## config.mk

```make
export PLATFORM = sky130hd
export DESIGN_NAME = miriscv_writeback
export DESIGN_NICKNAME = d
export VERILOG_FILES = /design/src/logic/miriscv_pkg.sv /design/src/logic/miriscv_writeback.sv
export SDC_FILE = /design/constraint.sdc
export NUM_CORES = 1
export LEC_CHECK = 0
export ABC_AREA = 1
export BUFFER_PORTS_ARGS = -buffer_cell sky130_fd_sc_hd__buf_2
export CAP_MARGIN = 20
export CORE_AREA = 5 5 133 135
export CTS_BUF_LIST = sky130_fd_sc_hd__clkbuf_8
export DETAILED_ROUTE_END_ITERATION = 12
export DIE_AREA = 0 0 138 140
export SLEW_MARGIN = 20
export SYNTH_ARGS = -nofsm -noshare
export SYNTH_HDL_FRONTEND = slang
export SYNTH_SLANG_ARGS = --single-unit
```

## constraint.sdc

```tcl
create_clock -name clk_i -period 0.8 [get_ports clk_i]
set_input_delay 0.08 -clock clk_i [delete_from_list [all_inputs] [get_ports clk_i]]
set_output_delay 0.08 -clock clk_i [all_outputs]
set_load 0.01 [all_outputs]
```

## src/logic/miriscv_pkg.sv

```systemverilog
// Shared definitions of the miriscv_lite core
//  - word and register address widths
//  - opcode, funct3 and funct7 encodings of the supported instructions
//  - ALU and multiply operation codes
//  - instruction word views and the structs passed between stages

package miriscv_pkg;

  localparam int XLEN       = 32;
  localparam int ILEN       = 32;
  localparam int GPR_ADDR_W = 5;
  localparam int OPCODE_W   = 7;

  localparam logic [OPCODE_W-1:0] OPCODE_OP     = 7'b0110011;
  localparam logic [OPCODE_W-1:0] OPCODE_OP_IMM = 7'b0010011;

  localparam logic [2:0] F3_ADD_SUB = 3'b000;
  localparam logic [2:0] F3_SLL     = 3'b001;
  localparam logic [2:0] F3_SLT     = 3'b010;
  localparam logic [2:0] F3_SLTU    = 3'b011;
  localparam logic [2:0] F3_XOR     = 3'b100;
  localparam logic [2:0] F3_SRL_SRA = 3'b101;
  localparam logic [2:0] F3_OR      = 3'b110;

  localparam logic [6:0] F7_BASE   = 7'b0000000;
  localparam logic [6:0] F7_ALT    = 7'b0100000; // SUB, SRA
  localparam logic [6:0] F7_MULDIV = 7'b0000001;

  typedef enum logic [3:0] {
    ALU_ADD, ALU_SUB, ALU_AND, ALU_OR, ALU_XOR,
    ALU_SLL, ALU_SRL, ALU_SRA, ALU_SLT, ALU_SLTU
  } alu_op_e;

  // Same order as funct3 of the M extension
  typedef enum logic [1:0] {
    MDU_MUL, MDU_MULH, MDU_MULHSU, MDU_MULHU
  } mdu_op_e;

  typedef union packed {
    struct packed {
      logic [6:0]            funct7;
      logic [GPR_ADDR_W-1:0] rs2;
      logic [GPR_ADDR_W-1:0] rs1;
      logic [2:0]            funct3;
      logic [GPR_ADDR_W-1:0] rd;
      logic [OPCODE_W-1:0]   opcode;
    } r;
    struct packed {
      logic [11:0]           imm12;
      logic [GPR_ADDR_W-1:0] rs1;
      logic [2:0]            funct3;
      logic [GPR_ADDR_W-1:0] rd;
      logic [OPCODE_W-1:0]   opcode;
    } i;
  } instr_u;

  typedef struct packed {
    logic            valid;
    logic [XLEN-1:0] pc;
    instr_u          insn;
  } fetch_t;

  typedef struct packed {
    logic                  valid;
    logic [XLEN-1:0]       pc;
    instr_u                insn;
    logic [XLEN-1:0]       op1;
    logic [XLEN-1:0]       op2;     // rs2 or immediate
    alu_op_e               alu_op;
    mdu_op_e               mdu_op;
    logic                  use_mdu;
    logic [GPR_ADDR_W-1:0] rd_addr;
    logic                  rd_we;
    logic                  trap;
  } decoded_t;

  typedef struct packed {
    logic                  we;
    logic [GPR_ADDR_W-1:0] addr;
    logic [XLEN-1:0]       data;
  } gpr_wr_t;

  typedef struct packed {
    logic                  valid;
    logic                  trap;
    logic [XLEN-1:0]       pc;
    logic [ILEN-1:0]       insn;
    logic [GPR_ADDR_W-1:0] rd_addr;
    logic [XLEN-1:0]       rd_wdata;
  } retire_t;

endpackage
```

## src/logic/miriscv_writeback.sv

```systemverilog
// Writeback unit
//  - ALU or multiply result select
//  - register file write port
//  - retire report register

`timescale 1ns/10ps

module miriscv_writeback (
  input  logic                         clk_i,
  input  logic                         arst_n_i,
  input  miriscv_pkg::decoded_t        decoded_i,
  input  logic [miriscv_pkg::XLEN-1:0] alu_result_i,
  input  logic [miriscv_pkg::XLEN-1:0] mdu_result_i,
  output miriscv_pkg::gpr_wr_t         gpr_wr_o,
  output miriscv_pkg::retire_t         retire_o
);
  import miriscv_pkg::*;

  logic [XLEN-1:0] result;
  logic            wr_en;
  retire_t         retire_d;
  retire_t         retire_q;
  logic            retire_valid_q;

  assign result = decoded_i.use_mdu ? mdu_result_i : alu_result_i;
  assign wr_en  = decoded_i.valid & decoded_i.rd_we;

  // Written on the same edge that registers the retire report
  assign gpr_wr_o = '{we: wr_en, addr: decoded_i.rd_addr, data: result};

  always_comb begin
    retire_d.valid    = decoded_i.valid;
    retire_d.trap     = decoded_i.trap;
    retire_d.pc       = decoded_i.pc;
    retire_d.insn     = decoded_i.insn;
    retire_d.rd_addr  = decoded_i.rd_addr;
    retire_d.rd_wdata = decoded_i.rd_we ? result : '0; // Traps and x0 report zero
  end

  always_ff @(posedge clk_i or negedge arst_n_i) begin
    if (!arst_n_i) retire_valid_q <= 1'b0;
    else           retire_valid_q <= decoded_i.valid;
  end

  always_ff @(posedge clk_i) begin
    if (decoded_i.valid) retire_q <= retire_d;
  end

  always_comb begin
    retire_o       = retire_q;
    retire_o.valid = retire_valid_q;
  end

endmodule

```

# Yosys cells after proc, flatten, opt, wreduce, memory -nomap -nowiden
# Index checks and enable logic that the tools add are counted.
totals:
  input_bits: 209
  elab_cells: 8
  output_inout_bits: 141
  regBits: 103
classes:
  muxes: 1
  n_bitwise: 1
op_table:
  columns: ["op", "count"]
  rows:
  - ["$mux W32", 1]
  - ["$and A1 B1 Y1", 1]

# Longest topological paths before layout
depth:
  ltp_word: 1
  mapped_depth: 6
  mapped_depth_nobuf: 4

# Worst setup path after synthesis
# No wires, ideal clock.
synth_path:
  kind: "input to register"
  startpoint: "in decoded_i[7] in the netlist's numbering"
  endpoint: "reg retire_q (netlist bit retire_o[20]), data pin"
  n_path_buf: 2
  required_time_ps: 540
  setup_time_ps: 260
  t_arrival_ps: 542
  setup_slack_ps: -2
  stages: 6
  cell_sequence: "buf_6 inv_4 buf_6 nand2_2 nand2_2 nor2_2"
synth_via:
  elab_chain_len: 1
synth_lines:
  columns: ["item", "line", "rtl"]
  rows:
  - ["start, declared", "miriscv_writeback.sv:11", "input miriscv_pkg::decoded_t decoded_i,"]
  - ["$mux W32", "miriscv_writeback.sv:25", "assign result = decoded_i.use_mdu ? mdu_result_i : alu_result_i;"]
  - ["end signal, assigned", "miriscv_writeback.sv:46", "if (decoded_i.valid) retire_q <= retire_d;"]
  - ["end, declared", "miriscv_writeback.sv:22", "retire_t retire_q;"]
# No other way between the ends.
# A chain may end at the register's enable or synchronous reset.

# Worst setup path in the final report
layout_path:
  startpoint: "reg retire_q (netlist bit retire_o[14])"
  endpoint: "out retire_o[14] in the netlist's numbering"
layout_lines:
  columns: ["item", "line", "rtl"]
  rows:
  - ["end, declared", "miriscv_writeback.sv:15", "output miriscv_pkg::retire_t retire_o"]
# No word-level cell between the ends.

==> run metrics <==
status finished, violations left; failing checks setup timing; initial antenna violation count 0; 1st-pass router iterations 4; worst min path class input port to register; crit path DAT 980 ps; Max VDD drop 0.686 mV; Slew Viols, Final 0; CTS tree done; setup ws final -262 ps; critical path's slowest cell edfxtp_1; gr usage total 13.9%; post-synthesis xor/xnor area fraction 0%; worst-margin pin slew 232 ps; WHS Path Cells 5; Synth area leaders edfxtp_1 (71%), nand2_2 (8.7%), inv_1 (8.6%), nor2_2 (4.4%), nand2_1 (3.2%); via count 3794; max incr delay on CP 450 ps; I/O pins 350; largest area contributor in the netlist edfxtp_1; Post-DP HPWL 9510 µm; clock-pin slew on the worst setup and hold paths 110 ps; vias in the first global route 4000; Levels on crit path 1; mux cell area share after synthesis 0%; post-route cell area 8060 µm²; YS warnings 0; Final Hold Fails 0; CP Data Required Time 720 ps; syn avg cell area 12.4 µm²; Core Area 16300 µm²; period utilisation layout 133%; Yosys top cell area share 71.2%; Post-DRT Antenna Nets 0; first-pass GRT wire length 21200 µm; largest net degree at the start of global routing 46; Worst Path Buf+Inv 1; fin util 49.3%; largest family of logic cells by synthesized area simple AND/OR/NAND/NOR gates; Crit path max-delay family flip-flops; setup TNS -19930 ps; DP Area 6020 µm²; drt total wl 14700 µm; H-tree Lvls 3; Starting DRT DRC Count 112; wire length per cell 15.1 µm; most frequent cells in the layout buf_2 (240), edfxtp_1 (102), dlygate4sd3_1 (72), inv_1 (66), nand2_4 (64); clk sinks 103; Post-Synth Adder-Cell Area 0%; Yosys reg bits 103; layout cells sized above 1 66.2%; simple-gate share of the synthesized area 16.5%; Power Density 1620 nW/µm²; Tmin final 1060 ps; CP cell instances buf_6; final cell count without fillers 971; # rows 47; slew margin rel. 84.5%; buffers added on ports 279; Max Fclk 941 MHz; Post-Place Cells 841; RSZ-0062 raised after global routing true; Max Cap Viol 0; Final nets 955; Die Wd 138 µm; post-synthesis net count 557; most common cell after layout, fill and taps aside buf_2; GR Overflow Total 0; deepest clock path buffer count 2; Cell variety after synth 11; Syn Inst Count 348; Lkg Pwr 4.03 nW; Inserted Clock Buffers 9; drt via density 3.91; drc violations 0; post-synthesis sequential area ratio 71.8%; Critical Path Fanout Max 1; Final Power 13.1 mW; critical path type register to output port; Die Y 140 µm; Synth Area in Compound Gates 0%; n_diodes 0; placer congestion estimate 0.747; area delta synth->final 87.4%; clk root buf clkbuf_8; CP startpoint kind register; cell area after synthesis 4300 µm²; area of the die 19300 µm²; Starting Density 26.3%; Worst setup EP type output port; Setup violations, final 137
-- cell type report --
cell class              count  area [µm²]
fillers                  1461        8290
flip-flops and latches    103        3090
repair buffers            404        3010
multi-input cells         129        1090
inverters                  99         384
well taps                 220         275
clock buffers               9         124
clock inverters             7        81.3
-- worst paths after layout --
| check | from | endpoint | slack [ps] |
|---|---|---|---|
| hold / removal | mdu_result_i[5] | retire_o[5] | 90 |
| max in group asynchronous | arst_n_i | retire_valid_q | 160 |
| min in group asynchronous | arst_n_i | retire_valid_q | 540 |
| setup / recovery | retire_o[14] | retire_o[14] | -260 |
-- logic make-up after synthesis --
logic type	Yosys count
buffers and inverters	116
DFF	103
and+or+nand+nor	129
-- routing by layer --
metal / vias up / global-route usage [%] / share of wire (%)
met4: 0 / 4.52 / 1.4
met3: 12 / 4.33 / 6.6
met2: 166 / 25.5 / 54
met5: - / 0 / 0
li1: 1834 / - / -
met1: 1782 / 15.2 / 38
-- synthesized netlist by cell type (all sizes together) --
| library cell | n |
|---|---|
| edfxtp | 102 |
| inv | 99 |
| dfrtp | 1 |
| nor2 | 32 |
| buf | 17 |
| nand2 | 97 |
-- state kept, by name (all words and copies together), names as in the netlist --
register	count
retire_o	102
retire_valid_q	1
-- metrics by stage --
step                      worst slack, ps  hold WS, ps
after floorplan                     -2.00         -216
after detailed placement             -150         -143
final                                -262         93.3
after CTS                            -318         52.2
after global routing                 -334          101
after global placement               -136         -144
-- power by group --
group	switching, mW	internal [mW]	leakage [nW]
clock network	1.95	1.49	0.106
registers	0.113	6.41	1.01
logic	1.49	1.62	2.91
total	3.55	9.53	4.03
-- repair_timing --
item,CTS,global route
setup endpoints to repair,136,133
gates resized for setup,41,136
hold buffers,72,0
hold endpoints to repair,71,0
pin swaps,11,52
buffers inserted,25,16
gates cloned,3,3
Power figures use the tool's default switching activity.
