[src/logic/miriscv_pkg.sv]
// Shared definitions of the miriscv_lite core
//  - word and register address widths
//  - opcode, funct3 and funct7 encodings of the supported instructions
//  - ALU and multiply operation codes
//  - instruction word views and the structs passed between stages

package miriscv_pkg;

  localparam int XLEN       = 32;
  localparam int ILEN       = 32;
  localparam int GPR_ADDR_W = 5;
  localparam int OPCODE_W   = 7;

  localparam logic [OPCODE_W-1:0] OPCODE_OP     = 7'b0110011;
  localparam logic [OPCODE_W-1:0] OPCODE_OP_IMM = 7'b0010011;

  localparam logic [2:0] F3_ADD_SUB = 3'b000;
  localparam logic [2:0] F3_SLL     = 3'b001;
  localparam logic [2:0] F3_SLT     = 3'b010;
  localparam logic [2:0] F3_SLTU    = 3'b011;
  localparam logic [2:0] F3_XOR     = 3'b100;
  localparam logic [2:0] F3_SRL_SRA = 3'b101;
  localparam logic [2:0] F3_OR      = 3'b110;

  localparam logic [6:0] F7_BASE   = 7'b0000000;
  localparam logic [6:0] F7_ALT    = 7'b0100000; // SUB, SRA
  localparam logic [6:0] F7_MULDIV = 7'b0000001;

  typedef enum logic [3:0] {
    ALU_ADD, ALU_SUB, ALU_AND, ALU_OR, ALU_XOR,
    ALU_SLL, ALU_SRL, ALU_SRA, ALU_SLT, ALU_SLTU
  } alu_op_e;

  // Same order as funct3 of the M extension
  typedef enum logic [1:0] {
    MDU_MUL, MDU_MULH, MDU_MULHSU, MDU_MULHU
  } mdu_op_e;

  typedef union packed {
    struct packed {
      logic [6:0]            funct7;
      logic [GPR_ADDR_W-1:0] rs2;
      logic [GPR_ADDR_W-1:0] rs1;
      logic [2:0]            funct3;
      logic [GPR_ADDR_W-1:0] rd;
      logic [OPCODE_W-1:0]   opcode;
    } r;
    struct packed {
      logic [11:0]           imm12;
      logic [GPR_ADDR_W-1:0] rs1;
      logic [2:0]            funct3;
      logic [GPR_ADDR_W-1:0] rd;
      logic [OPCODE_W-1:0]   opcode;
    } i;
  } instr_u;

  typedef struct packed {
    logic            valid;
    logic [XLEN-1:0] pc;
    instr_u          insn;
  } fetch_t;

  typedef struct packed {
    logic                  valid;
    logic [XLEN-1:0]       pc;
    instr_u                insn;
    logic [XLEN-1:0]       op1;
    logic [XLEN-1:0]       op2;     // rs2 or immediate
    alu_op_e               alu_op;
    mdu_op_e               mdu_op;
    logic                  use_mdu;
    logic [GPR_ADDR_W-1:0] rd_addr;
    logic                  rd_we;
    logic                  trap;
  } decoded_t;

  typedef struct packed {
    logic                  we;
    logic [GPR_ADDR_W-1:0] addr;
    logic [XLEN-1:0]       data;
  } gpr_wr_t;

  typedef struct packed {
    logic                  valid;
    logic                  trap;
    logic [XLEN-1:0]       pc;
    logic [ILEN-1:0]       insn;
    logic [GPR_ADDR_W-1:0] rd_addr;
    logic [XLEN-1:0]       rd_wdata;
  } retire_t;

endpackage
[src/logic/miriscv_mdu.sv]
// Multiply unit
//  - MUL, MULH, MULHSU, MULHU
//  - one signed 33x33 product covers every signedness mix

`timescale 1ns/10ps

module miriscv_mdu (
  input  logic [miriscv_pkg::XLEN-1:0] op1_i,
  input  logic [miriscv_pkg::XLEN-1:0] op2_i,
  input  miriscv_pkg::mdu_op_e         mdu_op_i,
  output logic [miriscv_pkg::XLEN-1:0] result_o
);
  import miriscv_pkg::*;

  logic                   op1_signed;
  logic                   op2_signed;
  logic signed [XLEN:0]   op1_ext;
  logic signed [XLEN:0]   op2_ext;
  logic signed [2*XLEN-1:0] product;

  always_comb begin
    case (mdu_op_i)
      MDU_MULH: begin
        op1_signed = 1'b1;
        op2_signed = 1'b1;
      end
      MDU_MULHSU: begin
        op1_signed = 1'b1;
        op2_signed = 1'b0;
      end
      MDU_MULHU: begin
        op1_signed = 1'b0;
        op2_signed = 1'b0;
      end
      default: begin // Low word is the same for any signedness
        op1_signed = 1'b1;
        op2_signed = 1'b1;
      end
    endcase
  end

  assign op1_ext = {op1_signed & op1_i[XLEN-1], op1_i};
  assign op2_ext = {op2_signed & op2_i[XLEN-1], op2_i};

  // Truncated to 64 bits, exact for 33-bit signed operands
  assign product = (2*XLEN)'(op1_ext) * (2*XLEN)'(op2_ext);

  assign result_o = (mdu_op_i == MDU_MUL) ? product[XLEN-1:0] : product[2*XLEN-1:XLEN];

endmodule

[config.mk]
export PLATFORM = sky130hd
export DESIGN_NAME = miriscv_mdu
export DESIGN_NICKNAME = d
export VERILOG_FILES = /design/src/logic/miriscv_pkg.sv /design/src/logic/miriscv_mdu.sv
export SDC_FILE = /design/constraint.sdc
export NUM_CORES = 2
export LEC_CHECK = 0
export ABC_CLOCK_PERIOD_IN_PS = 16900
export BUFFER_PORTS_ARGS = -buffer_cell sky130_fd_sc_hd__buf_4
export CAP_MARGIN = 5
export CELL_PAD_IN_SITES_DETAIL_PLACEMENT = 1
export CELL_PAD_IN_SITES_GLOBAL_PLACEMENT = 2
export CORE_ASPECT_RATIO = 1.5
export CORE_MARGIN = 8
export CORE_UTILIZATION = 39
export DETAILED_ROUTE_END_ITERATION = 8
export PLACE_DENSITY_LB_ADDON = 0.1
export SLEW_MARGIN = 40
export SYNTH_ARGS = -nofsm -noshare
export SYNTH_HDL_FRONTEND = slang
export SYNTH_SLANG_ARGS = --single-unit
[constraint.sdc]
create_clock -name vclk -period 16.9
set_input_delay 5.07 -clock vclk [all_inputs]
set_output_delay 5.07 -clock vclk [all_outputs]
set_load 0.05 [all_outputs]
# After elaboration in Yosys (flattened, before gate mapping)
# Index checks and enable logic that the tools add are counted.
[totals]
reg_bits = 0
input_bits = 66
out_inout_bits = 32
wordCells = 10
[op_classes]
multipliers = 1
n_eq_ne = 2
n_mux = 3
n_bitwise = 2
reduce_logical = 2
[op_table]
columns = ["cell", "n"]
rows = [
  ["multiplier 33 x 33 -> 64 bit", 1],
  ["2-to-1 mux 32 bit", 1],
  ["== test 2 bit, second input constant", 2],
  ["AND 1 bit", 2],
  ["zero test 2 bit", 1],
  ["2-to-1 mux 1 bit", 2],
  ["OR reduction 2 bit", 1],
]

# Depth between registers and ports, before layout
[depth]
word_depth = 6
mapped_depth = 30
ltp_nobuf = 27

# Worst setup path before layout
# Ideal clock, no wire load.
[synth_timing]
kind = "input to output"
startpoint = "input port op1_i[31] (netlist bit)"
endpoint = "output port result_o[27] (netlist bit)"
t_arrival_ns = 13.502
t_required_ns = 11.830
slack_ns = -1.672
stages = 26
path_buffers = 3
cell_sequence = "a21boi_0 -> clkbuf_1 -> nand2_1 -> inv_1 -> fa_1 -> fa_1 -> fa_1 -> inv_1 -> fa_1 -> fa_1 -> fa_1 -> fa_1 -> fa_1 -> inv_1 -> ha_1 -> clkbuf_1 -> and4_1 -> and3_1 -> clkbuf_1 -> a221oi_1 -> o21ai_1 -> a221oi_1 -> o311ai_4 -> nand3_1 -> nor2_1 -> a211oi_1"
[synth_via]
elab_chain_cells = 3
[synth_lines]
columns = ["item", "line_no", "source"]
rows = [
  ["from (decl)", "miriscv_mdu.sv:8", "input logic [miriscv_pkg::XLEN-1:0] op1_i,"],
  ["AND 1 bit", "miriscv_mdu.sv:42", "assign op1_ext = {op1_signed & op1_i[XLEN-1], op1_i};"],
  ["multiplier 33 x 33 -> 64 bit *", "miriscv_mdu.sv:46", "assign product = (2*XLEN)'(op1_ext) * (2*XLEN)'(op2_ext);"],
  ["2-to-1 mux 32 bit *", "miriscv_mdu.sv:48", "assign result_o = (mdu_op_i == MDU_MUL) ? product[XLEN-1:0] : product[2*XLEN-1:XLEN];"],
  ["to (decl)", "miriscv_mdu.sv:11", "output logic [miriscv_pkg::XLEN-1:0] result_o"],
]
# Mark *: on every way between the ends. The rest lies on a longest branch, timed or not.

# Worst setup path in the final report
[layout_timing]
startpoint = "input port op1_i[31] (netlist bit)"
endpoint = "output port result_o[25] (netlist bit)"
# Same word-level chain as after synthesis.

==> flow_summary.ini <==
[status]
violations = negative setup slack
run_status = finished with violations

[synth]
yosysUniqueCellTypes = 68
syn_area_per_cell_um2 = 8.98
syn_nets = 5667
synth.area.top_cells = fa_1 (59%), inv_1 (11%), nand2_1 (7.8%)
synth_common_cells = fa_1 (1125), inv_1 (1084), nand2_1 (791)
yosysTopAreaCellShare = 0.588
postSynthCellCount = 4264
seq_area_frac_synth = 0
yosysMostFrequentCell = fa_1
synth_largest_area_cell = fa_1
yosysWarnings = 0
syn_area_um2 = 38300

[cells_and_area]
nClkBuffers = 0
stdcell_count = 6050
drive_gt1_frac = 0.232
nets = 6168
syn_to_final_growth_pct = 25.9
n_sequential_cell = 0
n_antenna_cell = 0
register_area_um2 = 0

[timing]
rsz0062_at_grt = true
post-route-min-period_ns = 17.68
slew_viol_final = 0
setup_viol = 32
worst_slew_margin_rel = 0.566
fmaxAchievable_mhz = 56.5
worst_slack_ns = -0.784
hold_viol = 0
tightest_slew_ns = 0.651
fin_crit_sh = 1.05

[route]
drt_iter0_drc = 1022
vias = 30128
viasPerCell = 4.98
drtPass1Iterations = 5
m1WireLength_um = 45800
maxUsedRoutingLayer = met5
wirelength_um = 137000
drcViolationCount = 0
wl_met2_um = 81500
met3WireLength_um = 1920
ant_nets = 0
routedWlPerCell_um = 22.6

[global_routing]
antenna_found_initial = 3
gr-total-overflow = 0
grt_pass1_wl_um = 207000
grt_pass1_vias = 35221
grt_max_degree = 41
grt_usage = 0.250

[setup_path]
crit_slowest_cell = fa_2
cp_data_required_time_ns = 11.83
slowest_delay_ns = 0.56
crit_end = result_o[25]
endpoint_kind = output pin
crit_path_start_kind = input port
critical_path.max_fanout = 7
critical_path_class = in -> out
crit_start = op1_i[31]
worstPathArrival_ns = 12.61

[floorplanning]
die_y_um = 400
rows = 141
die_x_um = 272
core_area_um2 = 97900
dieArea_um2 = 109000
ios = 98
initial_core_util = 0.391

[place]
placed_cells = 5961
hpwl_um = 121000
place_congestion = 0.888
portBuffers = 98

[flow_run]
cap_violations = 0

[hold_path]
min-delay-path-class = in -> out
==> cell families (layout without fill, tap and decap cells) <==
logic type,after synthesis,after routing,synth area share
AO/OA/AOI/OAI,228,228,0.0386
buffers and inverters,1321,1820,0.130
XOR/XNOR,67,67,0.0153
multiplexers,5,5,0.00134
adder cells (fa/ha/maj),1337,1337,0.658
AND/OR/NAND/NOR,1306,1306,0.157
==> through the flow <==
| stage | util | setup WS (ns) | hold slack [ns] | setup TNS, ns | instance area (µm²) |
|---|---|---|---|---|---|
| 2_1_floorplan | - | -0.580 | 10.58 | -3.24 | 38700 |
| 3_3_place_gp | 0.456 | -0.925 | 11.12 | -21.62 | 44600 |
| 3_5_place_dp | 0.456 | -1.02 | 11.13 | -23.20 | 44600 |
| 4_1_cts | 0.475 | -0.786 | 11.05 | -15.23 | 46500 |
| 5_1_grt | 0.492 | -0.938 | 11.09 | -20.51 | 48200 |
| 6_report | 0.492 | -0.784 | 11.02 | -15.10 | 48200 |
==> worst min path at each step <==
| stage | start | endpoint | slack (ns) | depth (start not counted) |
|---|---|---|---|---|
| floorplan | mdu_op_i[0] | result_o[26] | 10.58 | 3 |
| global placement | mdu_op_i[0] | result_o[1] | 11.12 | 7 |
| detailed placement | mdu_op_i[0] | result_o[1] | 11.13 | 7 |
| CTS | op2_i[1] | result_o[1] | 11.05 | 7 |
| global route | op2_i[1] | result_o[1] | 11.09 | 7 |
| finish | op2_i[1] | result_o[1] | 11.02 | 7 |
==> final cells by class <==
type / instances / area (µm²)
well taps: 1287 / 1610
multi-input cells: 2943 / 35400
fillers: 11121 / 49700
repair buffers: 736 / 7130
inverters: 1084 / 4080
==> worst max-delay path: cells and delay by family <==
family | cells | cell delay, ns
simple gates | 3 | 0.52
xor+xnor | 1 | 0.24
compound gates | 6 | 1.39
mux | 1 | 0.12
buf+inv | 9 | 1.08
fa+ha+maj | 9 | 4.19
==> cell usage in the layout, fill, tap and decap left out, drive strengths merged, types with 12 or more instances in the layout <==
master	Yosys	routed
o21ai	45	45
and2	328	328
o21bai	12	12
a21oi	79	79
nand3	22	22
nand2	791	791
fa	1125	1125
inv	1084	1083
a21o	27	27
nand4	22	22
nor2	77	77
ha	212	212
buf	6	730
xnor2	51	51
xor2	16	16
==> metal layers <==
metal	track usage	up-vias
met4	0.102	4
met2	0.524	449
met1	0.253	16271
li1	-	13157
met3	0.00745	247
met5	0	-
==> what timing repair did <==
item | in CTS | in global routing
endpoints found under the hold margin | 0 | 0
cloned | 1 | 6
endpoints found under the setup margin | 32 | 32
resized for setup | 368 | 271
hold buffers | 0 | 0
pin swaps | 126 | 193
setup buffers | 36 | 63
Power is left out: the tool's default activity adds up to more than one toggle a clock period on the data nets, which glitch-free logic cannot reach.
