**config.mk**
```make
export PLATFORM = sky130hd
export DESIGN_NAME = miriscv_fetch
export DESIGN_NICKNAME = d
export VERILOG_FILES = /design/src/logic/miriscv_pkg.sv /design/src/logic/miriscv_fetch.sv
export SDC_FILE = /design/constraint.sdc
export NUM_CORES = 1
export LEC_CHECK = 0
export BUFFER_PORTS_ARGS = -buffer_cell sky130_fd_sc_hd__buf_2
export CAP_MARGIN = 5
export CORE_MARGIN = 1
export CORE_UTILIZATION = 46
export CTS_BUF_LIST = sky130_fd_sc_hd__clkbuf_16
export DETAILED_ROUTE_END_ITERATION = 10
export GPL_TIMING_DRIVEN = 0
export PLACE_DENSITY = 0.8
export REMOVE_ABC_BUFFERS = 1
export SLEW_MARGIN = 20
export SYNTH_ARGS = -nofsm -noshare
export SYNTH_HDL_FRONTEND = slang
export SYNTH_SLANG_ARGS = --single-unit
```
**constraint.sdc**
```tcl
create_clock -name clk_i -period 1.99 [get_ports clk_i]
set_input_delay 0.398 -clock clk_i [delete_from_list [all_inputs] [get_ports clk_i]]
set_output_delay 0.398 -clock clk_i [all_outputs]
set_load 0.005 [all_outputs]
```
**src/logic/miriscv_pkg.sv**
```systemverilog
// Shared definitions of the miriscv_lite core
//  - word and register address widths
//  - opcode, funct3 and funct7 encodings of the supported instructions
//  - ALU and multiply operation codes
//  - instruction word views and the structs passed between stages

package miriscv_pkg;

  localparam int XLEN       = 32;
  localparam int ILEN       = 32;
  localparam int GPR_ADDR_W = 5;
  localparam int OPCODE_W   = 7;

  localparam logic [OPCODE_W-1:0] OPCODE_OP     = 7'b0110011;
  localparam logic [OPCODE_W-1:0] OPCODE_OP_IMM = 7'b0010011;

  localparam logic [2:0] F3_ADD_SUB = 3'b000;
  localparam logic [2:0] F3_SLL     = 3'b001;
  localparam logic [2:0] F3_SLT     = 3'b010;
  localparam logic [2:0] F3_SLTU    = 3'b011;
  localparam logic [2:0] F3_XOR     = 3'b100;
  localparam logic [2:0] F3_SRL_SRA = 3'b101;
  localparam logic [2:0] F3_OR      = 3'b110;

  localparam logic [6:0] F7_BASE   = 7'b0000000;
  localparam logic [6:0] F7_ALT    = 7'b0100000; // SUB, SRA
  localparam logic [6:0] F7_MULDIV = 7'b0000001;

  typedef enum logic [3:0] {
    ALU_ADD, ALU_SUB, ALU_AND, ALU_OR, ALU_XOR,
    ALU_SLL, ALU_SRL, ALU_SRA, ALU_SLT, ALU_SLTU
  } alu_op_e;

  // Same order as funct3 of the M extension
  typedef enum logic [1:0] {
    MDU_MUL, MDU_MULH, MDU_MULHSU, MDU_MULHU
  } mdu_op_e;

  typedef union packed {
    struct packed {
      logic [6:0]            funct7;
      logic [GPR_ADDR_W-1:0] rs2;
      logic [GPR_ADDR_W-1:0] rs1;
      logic [2:0]            funct3;
      logic [GPR_ADDR_W-1:0] rd;
      logic [OPCODE_W-1:0]   opcode;
    } r;
    struct packed {
      logic [11:0]           imm12;
      logic [GPR_ADDR_W-1:0] rs1;
      logic [2:0]            funct3;
      logic [GPR_ADDR_W-1:0] rd;
      logic [OPCODE_W-1:0]   opcode;
    } i;
  } instr_u;

  typedef struct packed {
    logic            valid;
    logic [XLEN-1:0] pc;
    instr_u          insn;
  } fetch_t;

  typedef struct packed {
    logic                  valid;
    logic [XLEN-1:0]       pc;
    instr_u                insn;
    logic [XLEN-1:0]       op1;
    logic [XLEN-1:0]       op2;     // rs2 or immediate
    alu_op_e               alu_op;
    mdu_op_e               mdu_op;
    logic                  use_mdu;
    logic [GPR_ADDR_W-1:0] rd_addr;
    logic                  rd_we;
    logic                  trap;
  } decoded_t;

  typedef struct packed {
    logic                  we;
    logic [GPR_ADDR_W-1:0] addr;
    logic [XLEN-1:0]       data;
  } gpr_wr_t;

  typedef struct packed {
    logic                  valid;
    logic                  trap;
    logic [XLEN-1:0]       pc;
    logic [ILEN-1:0]       insn;
    logic [GPR_ADDR_W-1:0] rd_addr;
    logic [XLEN-1:0]       rd_wdata;
  } retire_t;

endpackage
```
**src/logic/miriscv_fetch.sv**
```systemverilog
// Fetch unit
//  - program counter, starts at BOOT_ADDR
//  - one-cycle request on the instruction port, one request outstanding
//  - fetched word held for decode, PC advanced on retire

`timescale 1ns/10ps

module miriscv_fetch #(
  parameter logic [miriscv_pkg::XLEN-1:0] BOOT_ADDR = '0
) (
  input  logic                         clk_i,
  input  logic                         arst_n_i,
  input  logic                         instr_rvalid_i,
  input  miriscv_pkg::instr_u          instr_rdata_i,
  input  logic                         retire_valid_i,
  output logic                         instr_req_o,
  output logic [miriscv_pkg::XLEN-1:0] instr_addr_o,
  output miriscv_pkg::fetch_t          fetch_o
);
  import miriscv_pkg::*;

  typedef enum logic {ST_IDLE, ST_BUSY} state_e;

  state_e          state_q;
  logic            req_q;
  logic            boot_q;  // First request after reset
  logic            fetch_valid_q;
  logic [XLEN-1:0] pc_q;
  instr_u          insn_q;

  always_ff @(posedge clk_i or negedge arst_n_i) begin
    if (!arst_n_i) begin
      state_q       <= ST_IDLE;
      req_q         <= 1'b0;
      boot_q        <= 1'b1;
      fetch_valid_q <= 1'b0;
      pc_q          <= BOOT_ADDR;
    end else begin
      req_q         <= 1'b0;
      fetch_valid_q <= 1'b0;
      boot_q        <= 1'b0;
      case (state_q)
        ST_IDLE: begin
          if (boot_q || retire_valid_i) begin
            req_q   <= 1'b1;
            state_q <= ST_BUSY;
            if (retire_valid_i) pc_q <= pc_q + XLEN'(4);
          end
        end
        ST_BUSY: begin
          if (instr_rvalid_i) begin
            fetch_valid_q <= 1'b1;
            state_q       <= ST_IDLE;
          end
        end
        default: state_q <= ST_IDLE;
      endcase
    end
  end

  // Stray rvalid in ST_IDLE never reaches the word register
  always_ff @(posedge clk_i) begin
    if (state_q == ST_BUSY && instr_rvalid_i) insn_q <= instr_rdata_i;
  end

  assign instr_req_o  = req_q;
  assign instr_addr_o = pc_q;
  assign fetch_o      = '{valid: fetch_valid_q, pc: pc_q, insn: insn_q};

endmodule

```
======== Word level (Yosys, flattened, before mapping) ========
Index checks and enable logic that the tools add are counted.
word-level totals
  flip-flop bits (word level) ............. 68
  word-level logic and storage cells ...... 17
  output and inout port bits .............. 98
cells by class
  reductions and logical operators ........ 3
  bitwise operators ....................... 1
  add/subtract/negate cells ............... 1
  muxes and demuxes ....................... 6
operators by type and width
  operator                                        number
  adder 32 x 3 -> 32 bit (second input constant)  1
  two-way mux 1 bit                               5
  AND reduction 3 bit                             1
  case mux 1 bit (2 select lines)                 1
  logical AND 1 bit                               1
  logical OR 1 bit                                1
  NOT 1 bit                                       1

======== Depth between registers and ports, before layout ========
  word-level depth ........................ 3
  gate-level depth with buffers ........... 5
  gate-level depth less buffers ........... 5

======== Worst setup path before layout ========
OpenSTA, ideal clock, no wires.
  path kind ............................... register to register
  from .................................... register state_q
  to ...................................... register insn_q[0] in the netlist's numbering, enable pin
  path buffers ............................ 0
  clock period less this slack ............ 1.617 ns
  data arrival time ....................... 1.223 ns
  path slack .............................. 0.373 ns
  setup time .............................. 0.393 ns
  cell stages (with the launch flop) ...... 2
  cell sequence ........................... dfrtp_1 -> and2_1
between the ends
  longest elaborated chain between the ends .. 1
ends and longest elaborated chain
  item                      RTL line             source
  start: declaration        miriscv_fetch.sv:24  state_e state_q;
  start signal: assignment  miriscv_fetch.sv:33  state_q <= ST_IDLE;
  start signal: assignment  miriscv_fetch.sv:46  state_q <= ST_BUSY;
  start signal: assignment  miriscv_fetch.sv:53  state_q <= ST_IDLE;
  logical AND 1 bit         miriscv_fetch.sv:63  if (state_q == ST_BUSY && instr_rvalid_i) insn_q <= instr_rdata_i;
  end signal: assignment    miriscv_fetch.sv:63
  end: declaration          miriscv_fetch.sv:29  instr_u insn_q;
No other way between the ends.
A chain may end at the register's enable or synchronous reset.

======== Worst setup path in the final report ========
  from .................................... register pc_q[2], in the netlist instr_addr_o[2]
  to ...................................... register pc_q[24], in the netlist instr_addr_o[24]
between the ends
  longest elaborated chain between the ends .. 1
ends and longest elaborated chain
  item                      RTL line             source
  start: declaration        miriscv_fetch.sv:28  logic [XLEN-1:0] pc_q;
  start signal: assignment  miriscv_fetch.sv:47  if (retire_valid_i) pc_q <= pc_q + XLEN'(4);
  adder 32 x 3 -> 32 bit    miriscv_fetch.sv:47
No other way between the ends.

==> impl_results.md <==
- Layout cell share with drive strength beyond 1: 48.7%
- TritonCTS Buffers: 9
- Final Max Slew Viols: 0
- Setup TNS: 0 ps
- Final Util: 61.9%
- Hold-fix buffers, CTS: 0
- Synth cell types: 28
- Starting Density: 48.7%
- Setup violators final: 0
- Dpl cells: 364
- List of most frequent post-synthesis cells: buf_4 (35), dfrtp_1 (33), edfxtp_1 (32), xnor2_1 (24), nand4_1 (12)
- CP Data Arrival Time: 2030 ps
- Root buffer cell: clkbuf_16
- Clock transition at path regs: 50 ps
- Crit Path Max Fanout: 8
- Gate Count Post-Synth: 196
- Buffers on Ports: 129
- Relative slew margins: 51.5%
- P_sw: 0.781 mW
- Power Density: 950 mW/mm^2
- Hold Violations, Final: 0
- Die Ht: 79.3 um
- Total power: 3.32 mW
- Max Fclk: 0.545 GHz
- Sequential-to-total area share from yosys stat: 66.0%
- Total of max-cap violations: 0
- Global route overflow: 0
- P_int: 2.54 mW
- Largest area contributor in the netlist: edfxtp_1
- Most numerous cell in the Yosys netlist: buf_4
- Actual slew at the worst max-slew pin: 728 ps
- Period utilization: 92.2%
- Result of the run: completed
- Largest net degree at the start of global routing: 35
- EDFF count, synth: 32
- Yosys reg bits: 66
- Synth top area cells: edfxtp_1 (35%), dfrtp_1 (30%), buf_4 (9.6%)
- DR WL/cell: 14.1 um
- Yosys warns: 0
- Sequential Power Share: 49.5%
- All-Layer GR Usage: 17.9%
- Final design instance area without fill: 0.00349 sq mm
- Mapped Area: 0.00275 sq mm
- WS Path Type: flop to flop
- Gate power share: 9.6%
- Final worst path period need: 1830 ps
- Clock Path Buffers: 2
- Vias: 1849
- Floorplan row count: 27
- Hold WC Path Type: input pin to async pin
- Vias/cell: 4.87
- Asr flop ratio synth: 51.5%
- Die area: 0.00629 sq mm
- Cell area after placement: 0.00323 sq mm
- Core area: 0.00564 sq mm
- GP Congestion: 0.719
- Post-route DRC: 0
- Setup crit end kind: flop
- Synth-to-Final Area Change: 27.0%
- # resized after CTS: 0
- Setup repair after global routing missed its margin: false
- Maximum VDD drop: 0.516 mV
- ANT nets after route: 0
- Clock power frac: 40.9%
- Antenna violations before repair: 0
- First-pass DRT Iterations: 4
- Chip width: 79.3 um
- Critical Path RT: 2190 ps
- Post CTS Setup Buffer Count: 0
- WL final: 5370 um
- Leakage power: 1.73 nW
- Sw Share: 23.5%
- Final Skew: 4.84 ps
- Diode count: 0
- Global-route wire length before repair: 8130 um
- Later-pin clock latency in the skew report: 320 ps
- Detailed placement HPWL: 3920 um
- Vias in the first global route: 1610
- CTS tree: done
- Post-synth top area share: 35.0%
- H-tree level count: 3
- Synth Flop Type: dfrtp_1
- Mean post-synth cell area: 14.0 sq um
- NumNets Final: 340
- Fin cells: 380
- Clk sinks: 66
- Starting DRT DRC Count: 78
- CP startpoint kind: flop
- IO Count: 134
-- registers in the layout, summed over array words and instances (netlist names) --
signal	count
instr_req_o	1
boot_q	1
fetch_valid_q	1
instr_addr_o	30
state_q	1
insn_q	32
-- power by group through the flow --
stage	registers, mW	logic [mW]	clock network, mW
2_1_floorplan	1.67	0.0958	0
3_3_place_gp	1.66	0.310	0
3_5_place_dp	1.67	0.324	0
4_1_cts	1.64	0.325	1.38
5_1_grt	1.66	0.356	1.45
6_report	1.64	0.320	1.36
-- per-layer routing --
metal | GRT usage, % | vias up | share of wire, %
li1 | - | 862 | -
met1 | 23.1 | 879 | 43
met2 | 27.8 | 99 | 48
met3 | 5.75 | 9 | 8.0
met4 | 7.09 | 0 | 1.3
met5 | 0 | - | 0
-- cell families after synthesis --
family,share of synthesized area (%)
multiplexers,0.410
XOR/XNOR,9.24
flip-flops,66.0
other,0.136
AND/OR/NAND/NOR,13.7
adder cells (fa/ha/maj),0.455
buffers and inverters,10.1
-- layout by cell type, fill, tap and decap left out, drive strengths merged --
master	Yosys	routed
clkinv	0	4
and3	3	3
nor3b	1	1
clkbuf	2	9
dfstp	1	1
nand3b	1	1
conb	1	5
inv	2	3
buf	35	129
clkinvlp	0	2
xnor2	24	24
nand4	13	13
and2	2	2
nor3	3	3
nand4b	3	3
mux2	1	1
and4	3	3
nand2	7	7
ha	1	1
nand3	11	11
edfxtp	32	32
nor4	3	3
xor2	5	5
nor2	8	8
dfrtp	33	33
nor2b	1	1
-- layout make-up --
type	instances	area [sq um]
Clock inverter	7	37.5
Tap cell	72	90.1
Timing Repair Buffer	129	646
Multi-Input combinational cell	95	673
Inverter	2	7.51
Fill cell	440	2150
Sequential cell	66	1810
Clock buffer	9	225
-- worst paths after layout --
kind,startpoint,slack [ps],endpoint,cells past startpoint
min,arst_n_i,140,instr_addr_o[19],1
max in group asynchronous,arst_n_i,1380,fetch_valid_q,1
max reg2reg,instr_addr_o[2],160,instr_addr_o[24],5
min in group clk_i,instr_rdata_i[30],250,insn_q[30],1
max,instr_addr_o[2],160,instr_addr_o[24],5
min reg2reg,instr_addr_o[16],510,instr_addr_o[16],1
-- through the flow --
step	hold WS [ps]	setup slack (ps)
final	138	156
after global routing	200	41.0
after CTS	172	157
after detailed placement	503	168
after global placement	491	48.8
after floorplan	102	373
-- critical path, stage by stage, from the launching register on --
cell and delay, ps:
dfrtp_1 440, ha_1 220, nand3b_1 230, nor4_4 470
nand4b_1 190, xnor2_1 160
Note: power is estimated with default switching activity, not from simulation.
