--- config.mk ---
export PLATFORM = sky130hd
export DESIGN_NAME = miriscv_decode
export DESIGN_NICKNAME = d
export VERILOG_FILES = /design/src/logic/miriscv_pkg.sv /design/src/logic/miriscv_decode.sv
export SDC_FILE = /design/constraint.sdc
export NUM_CORES = 2
export LEC_CHECK = 0
export BUFFER_PORTS_ARGS = -buffer_cell sky130_fd_sc_hd__clkbuf_2
export CELL_PAD_IN_SITES_DETAIL_PLACEMENT = 1
export CELL_PAD_IN_SITES_GLOBAL_PLACEMENT = 1
export CORE_MARGIN = 10
export CORE_UTILIZATION = 40
export DETAILED_ROUTE_END_ITERATION = 16
export PLACE_DENSITY_LB_ADDON = 0.2
export SYNTH_ARGS = -nofsm -noshare
export SYNTH_HDL_FRONTEND = slang
export SYNTH_SLANG_ARGS = --single-unit
--- constraint.sdc ---
create_clock -name clk_i -period 2.5 [get_ports clk_i]
set_input_delay 0.25 -clock clk_i [delete_from_list [all_inputs] [get_ports clk_i]]
set_output_delay 0.25 -clock clk_i [all_outputs]
set_load 0.01 [all_outputs]
--- src/logic/miriscv_pkg.sv ---
// Shared definitions of the miriscv_lite core
//  - word and register address widths
//  - opcode, funct3 and funct7 encodings of the supported instructions
//  - ALU and multiply operation codes
//  - instruction word views and the structs passed between stages

package miriscv_pkg;

  localparam int XLEN       = 32;
  localparam int ILEN       = 32;
  localparam int GPR_ADDR_W = 5;
  localparam int OPCODE_W   = 7;

  localparam logic [OPCODE_W-1:0] OPCODE_OP     = 7'b0110011;
  localparam logic [OPCODE_W-1:0] OPCODE_OP_IMM = 7'b0010011;

  localparam logic [2:0] F3_ADD_SUB = 3'b000;
  localparam logic [2:0] F3_SLL     = 3'b001;
  localparam logic [2:0] F3_SLT     = 3'b010;
  localparam logic [2:0] F3_SLTU    = 3'b011;
  localparam logic [2:0] F3_XOR     = 3'b100;
  localparam logic [2:0] F3_SRL_SRA = 3'b101;
  localparam logic [2:0] F3_OR      = 3'b110;

  localparam logic [6:0] F7_BASE   = 7'b0000000;
  localparam logic [6:0] F7_ALT    = 7'b0100000; // SUB, SRA
  localparam logic [6:0] F7_MULDIV = 7'b0000001;

  typedef enum logic [3:0] {
    ALU_ADD, ALU_SUB, ALU_AND, ALU_OR, ALU_XOR,
    ALU_SLL, ALU_SRL, ALU_SRA, ALU_SLT, ALU_SLTU
  } alu_op_e;

  // Same order as funct3 of the M extension
  typedef enum logic [1:0] {
    MDU_MUL, MDU_MULH, MDU_MULHSU, MDU_MULHU
  } mdu_op_e;

  typedef union packed {
    struct packed {
      logic [6:0]            funct7;
      logic [GPR_ADDR_W-1:0] rs2;
      logic [GPR_ADDR_W-1:0] rs1;
      logic [2:0]            funct3;
      logic [GPR_ADDR_W-1:0] rd;
      logic [OPCODE_W-1:0]   opcode;
    } r;
    struct packed {
      logic [11:0]           imm12;
      logic [GPR_ADDR_W-1:0] rs1;
      logic [2:0]            funct3;
      logic [GPR_ADDR_W-1:0] rd;
      logic [OPCODE_W-1:0]   opcode;
    } i;
  } instr_u;

  typedef struct packed {
    logic            valid;
    logic [XLEN-1:0] pc;
    instr_u          insn;
  } fetch_t;

  typedef struct packed {
    logic                  valid;
    logic [XLEN-1:0]       pc;
    instr_u                insn;
    logic [XLEN-1:0]       op1;
    logic [XLEN-1:0]       op2;     // rs2 or immediate
    alu_op_e               alu_op;
    mdu_op_e               mdu_op;
    logic                  use_mdu;
    logic [GPR_ADDR_W-1:0] rd_addr;
    logic                  rd_we;
    logic                  trap;
  } decoded_t;

  typedef struct packed {
    logic                  we;
    logic [GPR_ADDR_W-1:0] addr;
    logic [XLEN-1:0]       data;
  } gpr_wr_t;

  typedef struct packed {
    logic                  valid;
    logic                  trap;
    logic [XLEN-1:0]       pc;
    logic [ILEN-1:0]       insn;
    logic [GPR_ADDR_W-1:0] rd_addr;
    logic [XLEN-1:0]       rd_wdata;
  } retire_t;

endpackage
--- src/logic/miriscv_decode.sv ---
// Decode unit
//  - 32-entry register file, written from writeback
//  - R-type and I-type decoding to ALU or multiply operations
//  - trap marking of unsupported words
//  - decoded-operation register

`timescale 1ns/10ps

module miriscv_decode (
  input  logic                  clk_i,
  input  logic                  arst_n_i,
  input  miriscv_pkg::fetch_t   fetch_i,
  input  miriscv_pkg::gpr_wr_t  gpr_wr_i,
  output miriscv_pkg::decoded_t decoded_o
);
  import miriscv_pkg::*;

  localparam int GPR_NUM = 2**GPR_ADDR_W;

  logic [XLEN-1:0] gpr_q [GPR_NUM];
  instr_u          insn;
  logic [XLEN-1:0] rs1_data;
  logic [XLEN-1:0] rs2_data;
  logic [XLEN-1:0] imm_sext;
  logic            legal;
  decoded_t        dec_d;
  decoded_t        dec_q;
  logic            valid_q;

  // alt picks SUB over ADD and SRA over SRL
  function automatic alu_op_e alu_op_sel(input logic [2:0] funct3, input logic alt);
    case (funct3)
      F3_ADD_SUB: alu_op_sel = alt ? ALU_SUB : ALU_ADD;
      F3_SLL:     alu_op_sel = ALU_SLL;
      F3_SLT:     alu_op_sel = ALU_SLT;
      F3_SLTU:    alu_op_sel = ALU_SLTU;
      F3_XOR:     alu_op_sel = ALU_XOR;
      F3_SRL_SRA: alu_op_sel = alt ? ALU_SRA : ALU_SRL;
      F3_OR:      alu_op_sel = ALU_OR;
      default:    alu_op_sel = ALU_AND;
    endcase
  endfunction

  //////////////////////////////////////////////////////////////////////////////
  // Register file

  always_ff @(posedge clk_i or negedge arst_n_i) begin
    if (!arst_n_i) begin
      gpr_q <= '{default: '0};
    end else if (gpr_wr_i.we) begin
      gpr_q[gpr_wr_i.addr] <= gpr_wr_i.data;
    end
  end

  assign insn     = fetch_i.insn;
  assign rs1_data = gpr_q[insn.r.rs1];
  assign rs2_data = gpr_q[insn.r.rs2];
  assign imm_sext = {{(XLEN-12){insn.i.imm12[11]}}, insn.i.imm12};

  //////////////////////////////////////////////////////////////////////////////
  // Decoding

  always_comb begin
    dec_d         = '0;
    dec_d.valid   = fetch_i.valid;
    dec_d.pc      = fetch_i.pc;
    dec_d.insn    = insn;
    dec_d.op1     = rs1_data;
    dec_d.op2     = rs2_data;
    dec_d.alu_op  = ALU_ADD;
    dec_d.mdu_op  = MDU_MUL;
    dec_d.rd_addr = insn.r.rd;
    legal         = 1'b0;
    case (insn.r.opcode)
      OPCODE_OP: begin
        if (insn.r.funct7 == F7_MULDIV) begin
          legal         = ~insn.r.funct3[2]; // no division
          dec_d.use_mdu = 1'b1;
          dec_d.mdu_op  = mdu_op_e'(insn.r.funct3[1:0]);
        end else begin
          legal = (insn.r.funct7 == F7_BASE) ||
                  (insn.r.funct7 == F7_ALT &&
                   (insn.r.funct3 == F3_ADD_SUB || insn.r.funct3 == F3_SRL_SRA));
          dec_d.alu_op = alu_op_sel(insn.r.funct3, insn.r.funct7[5]);
        end
      end
      OPCODE_OP_IMM: begin
        legal        = 1'b1;
        dec_d.op2    = imm_sext;
        dec_d.alu_op = alu_op_sel(insn.i.funct3, 1'b0);
        if (insn.i.funct3 == F3_SLL) begin
          legal     = (insn.i.imm12[11:5] == F7_BASE);
          dec_d.op2 = XLEN'(insn.i.imm12[4:0]);
        end else if (insn.i.funct3 == F3_SRL_SRA) begin
          legal        = (insn.i.imm12[11:5] == F7_BASE) || (insn.i.imm12[11:5] == F7_ALT);
          dec_d.op2    = XLEN'(insn.i.imm12[4:0]);
          dec_d.alu_op = alu_op_sel(insn.i.funct3, insn.i.imm12[10]);
        end
      end
      default: ;
    endcase
    dec_d.trap  = ~legal;
    dec_d.rd_we = legal && (insn.r.rd != '0); // x0 stays zero
  end

  always_ff @(posedge clk_i or negedge arst_n_i) begin
    if (!arst_n_i) valid_q <= 1'b0;
    else           valid_q <= fetch_i.valid;
  end

  always_ff @(posedge clk_i) begin
    if (fetch_i.valid) dec_q <= dec_d;
  end

  always_comb begin
    decoded_o       = dec_q;
    decoded_o.valid = valid_q;
  end

endmodule

# Word level (Yosys, flattened, before mapping)
# Cells that the tools add are included.
[word_totals]
register_bits = 1167
input_bits = 105
out_inout_bits = 143
elab_cells = 96
[op_classes]
n_lt_le_gt_ge = 4
n_eq_ne = 10
n_mux = 24
bitwise = 5
reduce_logical = 10
[op_table]
columns = ["cell", "count"]
rows = [
  ["1024-bit bitwise mux", 1],
  ["32-bit binary-select mux with 5-bit select", 2],
  ["32-bit 2-to-1 mux", 7],
  ["32-bit demux with 5-bit select", 1],
  ["36-bit 2-to-1 mux", 1],
  ["4-bit case mux with 7 select lines", 1],
  ["4-bit case mux with 6 select lines", 1],
  ["6-bit greater-or-equal comparator (second input constant)", 3],
  ["5-bit inverter with 6-bit output", 3],
  ["7-bit by 6-bit == test with 1-bit output (second input constant)", 2],
  ["3-bit == test (second input constant)", 3],
  ["4-bit 2-to-1 mux", 2],
  ["4-bit case mux with 2 select lines", 1],
  ["7-bit by 1-bit == test with 1-bit output (second input constant)", 1],
  ["7-bit by 5-bit == test with 1-bit output (second input constant)", 1],
  ["7-bit logical NOT", 1],
  ["3-bit by 2-bit == test with 1-bit output (second input constant)", 2],
  ["6-bit by 1-bit less-than comparator with 1-bit output (second input constant)", 1],
  ["1-bit 2-to-1 mux", 6],
  ["5-bit nonzero test", 1],
  ["3-bit by 1-bit == test with 1-bit output (second input constant)", 1],
  ["1-bit logical AND", 3],
  ["3-bit logical NOT", 1],
  ["1-bit logical OR", 3],
  ["other kinds (3)", 4],
]

# Longest topological paths before layout
[depth]
word_depth = 7
mapped_depth = 9
mapped_depth_nobuf = 5

# Worst setup path after synthesis
# Ideal clock, no wire load.
[synth_path]
path_kind = "input-to-reg"
startpoint = "in fetch_i[20] in the netlist's numbering"
endpoint = "reg dec_q (netlist bit decoded_o[39]) (data pin)"
arrival_ps = 1872
t_required_ps = 2222
slack_ps = 350
path_stages = 8
n_path_buf = 3
cell_sequence = "buf_4 > buf_2 > buf_2 > mux4_2 > nand2_1 > nand2_1 > a22oi_1 > o211ai_1"
[synth_lines]
columns = ["item", "line_no", "source"]
rows = [
  ["from (decl)", "miriscv_decode.sv:12", "input miriscv_pkg::fetch_t fetch_i,"],
  ["to (signal assigned)", "miriscv_decode.sv:112", "if (fetch_i.valid) dec_q <= dec_d;"],
  ["to (decl)", "miriscv_decode.sv:27", "decoded_t dec_q;"],
]

==> out/results.ini <==
[worst_setup_path]
crit_start=fetch_i[20]
crit_buf_inv=3
critPathKind=in -> reg
critical-path-top-delay-family=buffers and inverters
max_stage_delay_ns=0.59
worstPathCellList=dlygate4sd3_1 -> buf_12 -> buf_12 -> mux4_2 -> nor2_1 -> a221oi_1 -> a22oi_1 -> o211ai_1
critPathSlowestCell=dlygate4sd3_1
cpMostUsedCell=buf_12
path_max_fanout=29
start_kind=input port
rrSetupSlack_ns=0.47
r2r_start=gpr_q[519]
cp-end-kind=flop
cp.arrival_ns=2.79
worstPathRequired_ns=3.00

[drt]
wl_per_cell_um=32.8
drt_iter0_drc=3020
ant_nets=0
drt-total-wl_um=201000
firstDrtPassIters=5
drc=0
routed_via_density=6.13
via_count=37600

[global_route]
grt_pass1_wl_um=294000
antenna_found_initial=5
grt_util_all_layers=0.245
grt_max_degree=98
grt_overflow=0
grt_pass1_vias=40500

[clocking]
htreeDepth=4
clockBufferDepth=3
root_buffer=clkbuf_16
cts_tree=done
numCtsBuffers=139
clk_pin_slew_ns=0.06
cts_sinks=1162
clock_latency_ns=0.78

[finish]
fin_nets=4211
fin_cells=6137
fin_util=0.479
syn_to_final_growth_pct=18.6
drive_gt1_frac=0.551

[power]
p_int_mw=41.8
p_sw_mw=15.3
pwr-share-clk=0.367
power.density_nw_per_um2=815
switching_share=0.268
p_leak_nw=30.2
comb_power_share=0.191
design_power_total_mw=57.1
p_seq_frac=0.442
peakVddDrop_mv=0.541

[yosys]
synthCells=3777
ys_ff_latch=1162
synth_common_cells=1,037 x mux2_2, 1,025 x dfrtp_1, 515 x mux4_2, 195 x clkbuf_1, 190 x nand2_1
netlist_area_um2=59100
yosysMostFrequentCell=mux2_2
yosysTopAreaCell=dfrtp_1
ys_types=49
yosys_warnings=0
synthArstFlopShare=0.882
postSynthNetCount=3882
postSynthAreaPerCell_um2=15.6
synth_flop_cell=dfrtp_1
synth_top_cell_area_share=0.434
ys_seq_area_frac=0.504
synth_edf_count=137
synthTopCellsByArea=dfrtp_1 43%, mux2_2 20%, mux4_2 20%, edfxtp_1 7.0%, mux2i_1 2.3%

[timing]
layout_setup_ws_ns=0.213
drv_slew=0
skew_ns=0.0279
rsz0062_at_grt=no
hold_slack_ns=0.175
hold_viol_final=0
worst_pin_slew_ns=1.31
fin_crit_sh=0.915
fmax_mhz=437
fin_crit_ns=2.29
slew_headroom=0.128
setup_violations=0

[placed_design]
place_inst=5819
finalWeightedCongestion=0.777
dp_slack_ns=-0.115
port_buffers=247
hpwl_um=123000

[floorplan]
die_w_um=404
core_area_um2=146000
dieArea_um2=164000
fp.dieH_um=404
rows=140
ioPinCount=248
start_util=0.404

[run_status]
status=finished clean

[min_path]
hold_class=in -> async

[run]
drv_cap=0

## worst reg2reg max path, cell delays in order, from the launching register on
cell and delay, ns:
dfrtp_1 0.40, mux4_2 0.49, mux2_2 0.31, a22oi_1 0.40
o211ai_1 0.16
## area by class of cell
type	count	area [µm²]
clock buffer	214	4230
antenna	2	5.00
inverter	6	25.0
fill	13900	76200
tap	1917	2400
timing repair buffer	575	5350
sequential	1162	29800
clock inverter	39	465
multi-input combinational	2222	27800
## final timing paths
| path | endpoint | depth (start not counted) |
|---|---|---|
| max in group asynchronous | gpr_q[842] | 3 |
| min reg2reg | gpr_q[189] | 1 |
| max | decoded_o[20] | 8 |
| min | gpr_q[2] | 3 |
| max reg2reg | decoded_o[21] | 4 |
| min in group clk_i | decoded_o[96] | 2 |
## power groups by stage
stage                     clock [mW]  sequential [mW]  combinational (mW)
final                           20.9             25.2                10.9
after global routing            22.2             25.7                11.7
after CTS                       21.4             25.2                11.0
after detailed placement           0             25.5                10.9
after global placement             0             25.3                10.6
after floorplan                    0             24.6                7.86
## layout by cell type (no fill, tap or decap), types with 6 or more instances in the layout
cell,count
mux2_2,1037
dfrtp_1,1025
mux4_2,515
clkbuf_2,236
nand2_1,173
buf_4,154
clkbuf_16,146
edfxtp_1,137
mux2i_1,133
buf_12,114
a22oi_1,63
dlygate4sd3_1,63
a21oi_1,48
nor2_1,45
clkbuf_1,36
o21a_1,32
clkbuf_8,32
o211ai_1,29
a221oi_1,25
nor2_4,17
nand2_4,16
clkinv_2,15
nor3_1,9
bufinv_16,8
a211oi_1,6
nor3b_1,6
o21ai_0,6
## cells by family after synthesis
kind of cell	after synthesis	synth area share
buf+inv	393	0.0301
mux	1685	0.416
flops	1162	0.504
compound gates	232	0.0280
simple gates	305	0.0218
## per-layer routing
layer  part of all wire  global-route usage  vias up
met5           0.000065                   0        -
met4              0.029              0.0785        2
met3              0.054              0.0429      307
met2               0.46               0.381     1115
met1               0.45               0.349    20900
li1                   -                   -    15300
## state kept, by name (all words and copies together), names as in the netlist
| register | count |
|---|---|
| decoded_o | 137 |
| valid_q | 1 |
| gpr_q | 1024 |
## metrics by stage
stage / instance area [µm²] / setup TNS [ns]
after floorplan: 59100 / 0
after global placement: 64700 / -3.60
after detailed placement: 64700 / -3.20
after CTS: 70100 / 0
after global routing: 70100 / 0
final: 70100 / 0
## what timing repair did
| action | 4_1_cts | 5_1_grt |
|---|---|---|
| setup endpoints to repair | 0 | 1 |
| hold buffers | 63 | 0 |
| buffers inserted | 0 | 0 |
| hold endpoints to repair | 862 | 0 |
| resized for setup | 0 | 1 |
(Power assumes the default switching activity.)
